<file path="src/rtl/gpio_pkg.sv">
// shared constants for the apb gpio block
// pin count is fixed at 16, so other widths need rework in every module
// apb data is 32 bits, only the low 16 carry register content
// register map is word aligned, byte offsets below
// unlisted offsets read zero and ignore writes

package gpio_pkg;

   // --------------------
   // widths
   // --------------------
   localparam int GPIO_WIDTH  = 16;   // pins handled by one instance
   localparam int APB_ADDR_W  = 6;    // byte address, 64 byte window
   localparam int APB_DATA_W  = 32;   // apb bus width

   // input synchronizer depth, metastability guard
   localparam int SYNC_STAGES = 2;

   // --------------------
   // register offsets
   // --------------------
   // direction, 1 = output
   localparam logic [APB_ADDR_W-1:0] ADDR_DIR      = 6'h00;
   // drive values for output pins
   localparam logic [APB_ADDR_W-1:0] ADDR_OUT      = 6'h04;
   // synchronized pin levels, read only
   localparam logic [APB_ADDR_W-1:0] ADDR_IN       = 6'h08;
   // per pin interrupt enable
   localparam logic [APB_ADDR_W-1:0] ADDR_INT_EN   = 6'h0C;
   // edge select, 1 = rising, 0 = falling
   localparam logic [APB_ADDR_W-1:0] ADDR_INT_POL  = 6'h10;
   // sticky status, write 1 to clear
   localparam logic [APB_ADDR_W-1:0] ADDR_INT_STAT = 6'h14;

   // --------------------
   // misc
   // --------------------
   // zero fill above the pin field in read data
   localparam int RDATA_PAD = APB_DATA_W - GPIO_WIDTH;

endpackage : gpio_pkg

</file>
<file path="src/rtl/gpio_cfg_if.sv">
// config and status bundle between register block and pin logic
// no clock inside, both sides sample on their own pclk
// int_clr is a single cycle pulse, level use is wrong

`timescale 1ns/1ps

interface gpio_cfg_if;
   import gpio_pkg::*;

   // from the register block
   logic [GPIO_WIDTH-1:0] dir;        // 1 = pin drives
   logic [GPIO_WIDTH-1:0] out_data;   // value on driven pins
   logic [GPIO_WIDTH-1:0] int_en;     // edge irq enable
   logic [GPIO_WIDTH-1:0] int_pol;    // 1 rising, 0 falling
   logic [GPIO_WIDTH-1:0] int_clr;    // w1c bits, one cycle

   // from the pin logic
   logic [GPIO_WIDTH-1:0] pin_val;    // synced input levels
   logic [GPIO_WIDTH-1:0] int_stat;   // sticky edge status

   // register side
   modport regs (
      output dir, out_data, int_en, int_pol, int_clr,
      input  pin_val, int_stat
   );

   // pin side
   modport pins (
      input  dir, out_data, int_en, int_pol, int_clr,
      output pin_val, int_stat
   );

endinterface : gpio_cfg_if

</file>
<file path="src/rtl/gpio_apb_regs.sv">
// apb register file for the gpio block
// strobes come fully decoded from the top, one cycle each
// writes land on the edge ending the access phase
// rdata loads on the edge ending the setup phase and holds until the next read
// upper 16 bits of rdata always zero
// int_clr is combinational from the write strobe so the clear hits the write edge

`timescale 1ns/1ps

module gpio_apb_regs (
   input  logic                          pclk,
   input  logic                          reset,
   input  logic                          wr_stb,   // psel & penable & pwrite
   input  logic                          rd_stb,   // psel & ~penable & ~pwrite
   input  logic [gpio_pkg::APB_ADDR_W-1:0] addr,
   input  logic [gpio_pkg::GPIO_WIDTH-1:0] wdata,
   output logic [gpio_pkg::APB_DATA_W-1:0] rdata,
   gpio_cfg_if.regs                      cfg
);
   import gpio_pkg::*;

   // --------------------
   // storage
   // --------------------
   logic [GPIO_WIDTH-1:0] dir_q;       // pin direction
   logic [GPIO_WIDTH-1:0] out_q;       // output values
   logic [GPIO_WIDTH-1:0] int_en_q;    // irq enables
   logic [GPIO_WIDTH-1:0] int_pol_q;   // edge polarity
   logic [GPIO_WIDTH-1:0] rd_mux;      // selected read word

   // write decode, one register per offset
   always_ff @(posedge pclk)
   begin
      if (reset)
      begin
         dir_q     <= '0;
         out_q     <= '0;
         int_en_q  <= '0;
         int_pol_q <= '0;
      end
      else if (wr_stb)
      begin
         case (addr)
            ADDR_DIR:     dir_q     <= wdata;
            ADDR_OUT:     out_q     <= wdata;
            ADDR_INT_EN:  int_en_q  <= wdata;
            ADDR_INT_POL: int_pol_q <= wdata;
            default:      ;   // in, stat and holes, no storage here
         endcase
      end
   end

   // w1c pulse toward the status bits in pin logic
   always_comb
   begin
      if (wr_stb && (addr == ADDR_INT_STAT))
         cfg.int_clr = wdata;
      else
         cfg.int_clr = '0;
   end

   assign cfg.dir      = dir_q;
   assign cfg.out_data = out_q;
   assign cfg.int_en   = int_en_q;
   assign cfg.int_pol  = int_pol_q;

   // --------------------
   // read path
   // --------------------
   always_comb
   begin
      case (addr)
         ADDR_DIR:      rd_mux = dir_q;
         ADDR_OUT:      rd_mux = out_q;
         ADDR_IN:       rd_mux = cfg.pin_val;    // synced levels
         ADDR_INT_EN:   rd_mux = int_en_q;
         ADDR_INT_POL:  rd_mux = int_pol_q;
         ADDR_INT_STAT: rd_mux = cfg.int_stat;
         default:       rd_mux = '0;             // unmapped reads zero
      endcase
   end

   // registered read data, valid through the access phase
   always_ff @(posedge pclk)
   begin
      if (reset)
         rdata <= '0;
      else if (rd_stb)
         rdata <= {{RDATA_PAD{1'b0}}, rd_mux};   // pad upper half
   end

   // --------------------
   // checks
   // --------------------
   // setup and access phases never overlap on the bus
   a_stb_excl : assert property (@(posedge pclk) disable iff (reset)
      !(wr_stb && rd_stb))
      else $error("read and write strobe high in the same cycle");

   // clear only with a write, and never two cycles running
   a_clr_pulse : assert property (@(posedge pclk) disable iff (reset)
      (cfg.int_clr != '0) |-> wr_stb ##1 (cfg.int_clr == '0))
      else $error("int_clr outside a single write cycle");

endmodule : gpio_apb_regs

</file>
<file path="src/rtl/gpio_pin_ctrl.sv">
// pin side of the gpio block
// inputs pass a 2 flop synchronizer, pin_val lags the pin by two edges
// one history flop gives edge detect, status sets on the third edge
// edge interrupts only, no level mode and no debounce
// set beats a same cycle w1c clear
// tri_state_enable overrides dir and forces the pin to input

`timescale 1ns/1ps

module gpio_pin_ctrl (
   input  logic                          pclk,
   input  logic                          reset,
   input  logic [gpio_pkg::GPIO_WIDTH-1:0] pin_in,
   input  logic [gpio_pkg::GPIO_WIDTH-1:0] tri_state_enable,
   output logic [gpio_pkg::GPIO_WIDTH-1:0] pin_out,
   output logic [gpio_pkg::GPIO_WIDTH-1:0] pin_oe_n,
   output logic                          irq,
   gpio_cfg_if.pins                      cfg
);
   import gpio_pkg::*;

   logic [GPIO_WIDTH-1:0] sync_q [SYNC_STAGES];   // sync chain, [0] meets the pin
   logic [GPIO_WIDTH-1:0] prev_q;                 // last synced value
   logic [GPIO_WIDTH-1:0] rise;
   logic [GPIO_WIDTH-1:0] fall;
   logic [GPIO_WIDTH-1:0] edge_hit;               // qualified edges this cycle
   logic [GPIO_WIDTH-1:0] stat_q;

   // --------------------
   // synchronizer
   // --------------------
   always_ff @(posedge pclk)
   begin
      if (reset)
      begin
         for (int i = 0; i < SYNC_STAGES; i++)
            sync_q[i] <= '0;
         prev_q <= '0;
      end
      else
      begin
         sync_q[0] <= pin_in;
         for (int i = 1; i < SYNC_STAGES; i++)
            sync_q[i] <= sync_q[i-1];
         prev_q <= sync_q[SYNC_STAGES-1];   // history for edge detect
      end
   end

   assign cfg.pin_val = sync_q[SYNC_STAGES-1];

   // --------------------
   // edge interrupts
   // --------------------
   assign rise     = cfg.pin_val & ~prev_q;
   assign fall     = ~cfg.pin_val & prev_q;
   // pol picks the direction per pin, then enable
   assign edge_hit = cfg.int_en & ((cfg.int_pol & rise) | (~cfg.int_pol & fall));

   always_ff @(posedge pclk)
   begin
      if (reset)
         stat_q <= '0;
      else
         stat_q <= (stat_q & ~cfg.int_clr) | edge_hit;   // set wins over clear
   end

   assign cfg.int_stat = stat_q;
   assign irq          = |stat_q;

   // outputs, straight from config
   assign pin_out  = cfg.out_data;
   assign pin_oe_n = ~(cfg.dir & ~tri_state_enable);   // low = drive

   // status bits only rise on enabled pins
   a_stat_en : assert property (@(posedge pclk) disable iff (reset)
      (stat_q & ~$past(stat_q) & ~$past(cfg.int_en)) == '0)
      else $error("int_stat bit set without int_en");

endmodule : gpio_pin_ctrl

</file>
<file path="src/rtl/gpio_apb_top.sv">
// apb gpio top level, 16 pins
// apb2 style slave, every transfer is two cycles, no pready or pslverr
// read data registered in setup, valid during access
// gpio_int is the OR of all status bits, combinational
// no scan ports, test insertion adds them later

`timescale 1ns/1ps

module gpio_apb_top (
   input  logic                          pclk,
   input  logic                          reset,
   input  logic                          psel,
   input  logic                          penable,
   input  logic                          pwrite,
   input  logic [gpio_pkg::APB_ADDR_W-1:0] paddr,
   input  logic [gpio_pkg::APB_DATA_W-1:0] pwdata,
   input  logic [gpio_pkg::GPIO_WIDTH-1:0] gpio_pin_in,
   input  logic [gpio_pkg::GPIO_WIDTH-1:0] tri_state_enable,   // 1 forces input
   output logic [gpio_pkg::APB_DATA_W-1:0] prdata,
   output logic [gpio_pkg::GPIO_WIDTH-1:0] gpio_pin_out,
   output logic [gpio_pkg::GPIO_WIDTH-1:0] n_gpio_pin_oe,
   output logic                          gpio_int
);
   import gpio_pkg::*;

   // --------------------
   // apb strobes
   // --------------------
   logic write;   // access phase of a write
   logic read;    // setup phase of a read

   assign write = psel & penable & pwrite;
   assign read  = psel & ~penable & ~pwrite;

   gpio_cfg_if cfg_bus ();

   gpio_apb_regs u_regs (
      .pclk   (pclk),
      .reset  (reset),
      .wr_stb (write),
      .rd_stb (read),
      .addr   (paddr),
      .wdata  (pwdata[GPIO_WIDTH-1:0]),   // upper bits dropped
      .rdata  (prdata),
      .cfg    (cfg_bus.regs)
   );

   gpio_pin_ctrl u_pins (
      .pclk             (pclk),
      .reset            (reset),
      .pin_in           (gpio_pin_in),
      .tri_state_enable (tri_state_enable),
      .pin_out          (gpio_pin_out),
      .pin_oe_n         (n_gpio_pin_oe),
      .irq              (gpio_int),
      .cfg              (cfg_bus.pins)
   );

endmodule : gpio_apb_top

</file>
<file path="config.mk">
export PLATFORM = sky130hd
export DESIGN_NAME = gpio_apb_top
export DESIGN_NICKNAME = d
export VERILOG_FILES = /design/src/rtl/gpio_pkg.sv /design/src/rtl/gpio_cfg_if.sv /design/src/rtl/gpio_apb_regs.sv /design/src/rtl/gpio_pin_ctrl.sv /design/src/rtl/gpio_apb_top.sv
export SDC_FILE = /design/constraint.sdc
export NUM_CORES = 1
export LEC_CHECK = 0
export ABC_AREA = 1
export BUFFER_PORTS_ARGS = -buffer_cell sky130_fd_sc_hd__buf_2
export CORE_ASPECT_RATIO = 1.75
export CORE_MARGIN = 2
export CORE_UTILIZATION = 50
export CTS_BUF_LIST = sky130_fd_sc_hd__clkbuf_2
export DETAILED_ROUTE_END_ITERATION = 7
export GPL_TIMING_DRIVEN = 1
export PLACE_DENSITY = 0.74
export SLEW_MARGIN = 20
export SYNTH_ARGS = -nofsm -noshare
export SYNTH_HDL_FRONTEND = slang
export SYNTH_HIERARCHICAL = 1
export SYNTH_SLANG_ARGS = --single-unit
export TNS_END_PERCENT = 100
</file>
<file path="constraint.sdc">
create_clock -name pclk -period 1.5 [get_ports pclk]
set_input_delay 0.225 -clock pclk [delete_from_list [all_inputs] [get_ports pclk]]
set_output_delay 0.225 -clock pclk [all_outputs]
set_load 0.1 [all_outputs]
</file>
==> metrics.md <==
| Metric | Value |
|---|---|
| Status | complete, but fails checks |
| Failing checks | DRC, setup timing |
| Setup Viol. Count Final | between 40 and 50 |
| Largest family of logic cells by synthesized area | simple AND/OR/NAND/NOR gates |
| Hold Path Cell Cnt | 5 |
| CTS max path bufs | 2 |
| CTS tree | built |
| Row count | 56 |
| Place WS | -0.01962 ns |
| Cells after Synth | 949 |
| CP Cell Sequence | nor2_1 -> nand4_1 -> or2_4 -> buf_12 |
| Vias in the first global route | around 6400 |
| Die Wd | approximately 92 µm |
| Worst Skew | 0.03544 ns |
| Simple-gate share of the synthesized area | approximately a quarter |
| Final setup margin | -0.5488 ns |
| Worst Tran Pin Value | roughly 0.61 ns |
| Hold Crit Start | penable |
| Slowest cell delay on critical path | between 0.3 and 0.4 ns |
| Largest net degree at the start of global routing | 81 |
| Layout area overhead | 35.49% |
| Number of DRC violations after detailed-routing iteration 0 | between 600 and 700 |
| Final std cells w/o fill | roughly 1300 |
| Crit start category | register |
| I/O pin count | 140 |
| Adder and majority cell fraction of the synthesized area | 0% |
| Synth Area in XOR/XNOR | 0% |
| Power density cells | ~810 nW/µm² |
| Mean number of vias per cell | around 5.4 |
| Slew HR | roughly 59% |
| Max-slew violations | 0 |
| First-pass GRT wire length | around 31000 µm |
| R2r setup slk | between 0.3 and 0.4 ns |
| DPL Wire Length | between 10000 and 15000 µm |
| Die Y | 158.1 µm |
| Peak supply drop | ~0.00048 V |
| Routability cong. | 0.8453 |
| Post-synthesis sequential area ratio | a little over two fifths |
| Synth warnings | 6 |
| FILL cells | between 1000 and 1500 |
| Remaining Overflow, GRT | 0 |
| Hold WC Path Type | primary input to register |
| CTS Root Cell | clkbuf_2 |
| Antenna Nets Post-Route | 0 |
| Met2 usage | 46.99% |
| Leak Pwr | around 4.2 nW |
| Worst path slowest cell | dfxtp_1 |
| Fin Hold WS | 0.06421 ns |
| GRT Util Overall | between 20% and 30% |
| Max cap viols | 0 |
| Layout Nets | around 1200 |
| Critical path type | register to primary output |
| Final hold viol count | 0 |
| Clock-pin transition on the worst setup and hold timing paths | between 0.2 and 0.25 ns |
| Req. time, crit path | about 1.3 ns |
| Mapped Area | 6787 µm² |
| Port bufs | roughly 110 |
| Clock tree sinks | between 100 and 150 |
| Share of post-route cells with drive strength above 1 | 27.28% |
| Cell count of the worst reg-to-reg path | 6 |
| Global routing usage on met3 | about 5.5% |
| DR vias | between 6000 and 7000 |
| Placed Cells | 1169 |
| DRC Markers | 16 |
| Arr. time, crit path | between 1.5 and 2 ns |
| Die ar. | around 15000 µm² |
| Crit Path Max Fanout | 3 |
| Cell family with most CP delay | simple AND/OR/NAND/NOR gates |
| Reg-to-Reg End | u_regs/rdata[9] |
| GR met1 Demand/Resource | between 30% and 40% |
| Fmax | approximately 500 MHz |
| Average size of a mapped cell | between 7 and 8 µm² |
| Netlist cell types | 23 |
| RSZ-0062 raised after global routing | true |
| Fin crit share | 136.6% |
| Final WL | between 20000 and 25000 µm |
| Worst flop-to-flop path startpoint | u_regs/cfg.dir[9] |
| Tmin final | around 2.0 ns |
| Register bit total from synthesis | roughly 140 |
| GRT busiest layer | met2 |
| Post-DR wirelength/cell | around 16 µm |
| CTS buffer count | 17 |
| # H-tree levels | 4 |
| Initial core utilization | 50.98% |
| Setup crit end kind | primary output |
| Hold EP | u_regs/rdata[2] |
| Complex-gate fraction of the synthesized area | ~14% |
| Antenna violations before repair | 1 |
| Core area | approximately 13000 µm² |
| Worst skew pair latency | ~0.73 ns |
| DR pass1 iterations | 8 |
| Portion of netlist area occupied by mux cells | 0% |
| Bufs and invs on worst path | 1 |
[cells in the final DEF, fill, tap and decap left out, drive strengths merged]
cell         count
buf            176
nand2          151
dfxtp          144
inv            141
nor2           117
a21oi           96
o21ai           80
nand4           67
nand3           49
dlygate4sd3     48
clkbuf          17
conb            16
clkinv           8
bufinv           3
clkinvlp         2
nor3             2
diode            1
or2              1
[worst reg2reg max path, delay by kind of cell (launching register included)]
kind / cells / cell delay (ns)
flops: 1 / 0.39
simple gates: 3 / 0.34
buf+inv: 2 / 0.26
compound gates: 1 / 0.11
[metal layers]
layer	vias up	wire, µm
met4	0	962
li1	3294	-
met3	100	1620
met2	420	10150
met1	3124	7905
met5	-	0
[power breakdown]
| part | switching, W | internal (W) | leakage (nW) | total, W |
|---|---|---|---|---|
| registers | 0.0000520 | 0.00389 | 1.20 | 0.00395 |
| clock network | 0.00149 | 0.000921 | 0.149 | 0.00241 |
| logic | 0.000744 | 0.000349 | 2.84 | 0.00109 |
[stage by stage]
stage | instance area, µm² | TNS, ns | utilization (%) | power (W)
4_1_cts | 9097 | -2.462 | 68.34 | 0.007408
3_5_place_dp | 7251 | -0.03792 | 54.46 | 0.004903
3_3_place_gp | 7251 | 0 | 54.46 | 0.004896
6_report | 9195 | -2.838 | 69.07 | 0.007450
2_1_floorplan | 6843 | 0 | - | 0.004731
5_1_grt | 9195 | -5.577 | 69.07 | 0.007685
[worst max-delay path by stage]
| stage | startpoint | endpoint | slack [ns] | depth (start not counted) |
|---|---|---|---|---|
| after detailed placement | psel | u_regs/cfg.out_data[7] | -0.02 | 8 |
| after global routing | u_pins/cfg.int_stat[8] | gpio_int | -0.63 | 4 |
| after global placement | psel | u_regs/cfg.int_en[8] | 0.02 | 8 |
| final | u_pins/cfg.int_stat[12] | gpio_int | -0.55 | 4 |
| after floorplan | u_pins/cfg.int_stat[6] | gpio_int | 0.14 | 3 |
| after CTS | u_pins/cfg.int_stat[9] | gpio_int | -0.60 | 4 |
[cell type report]
cell class	count	area (µm²)	share of cell area, %
flip-flops and latches	144	2975	32.36
multi-input cells	579	2818	30.64
repair buffers	224	2407	26.18
inverters	139	521.8	5.674
well taps	174	217.7	2.368
clock inverters	15	167.7	1.823
clock buffers	17	85.08	0.9253
diodes	1	2.502	0.02721
[repair_timing]
item	4_1_cts	5_1_grt
endpoints found under the hold margin	120	0
endpoints found under the setup margin	49	49
resized for setup	274	6
pin swaps	19	0
hold buffers	48	0
setup buffers	33	10
[synthesized netlist by cell type, drive strengths merged]
library cell / instances / area (µm²)
a21oi: 96 / 525.5
buf: 88 / 638.1
clkbuf: 14 / 52.55
conb: 1 / 3.750
dfxtp: 144 / 2883
inv: 139 / 521.8
nand2: 151 / 571.8
nand3: 49 / 250.2
nand4: 67 / 419.2
nor2: 117 / 481.7
nor3: 2 / 32.53
o21ai: 80 / 400.4
or2: 1 / 6.260
[flip-flops by register name, indices dropped and copies added (netlist names)]
register             flops
u_pins/sync_q           32
u_pins/cfg.int_stat     16
u_pins/prev_q           16
u_regs/cfg.dir          16
u_regs/cfg.int_en       16
u_regs/cfg.int_pol      16
u_regs/cfg.out_data     16
u_regs/rdata            16
[cells by family (layout without fill, tap and decap cells)]
kind of cell,Yosys count,in the layout
simple gates,387,387
compound gates,176,176
buf+inv,241,395
flops,144,144
other cells,1,17
(Power assumes the default switching activity.)
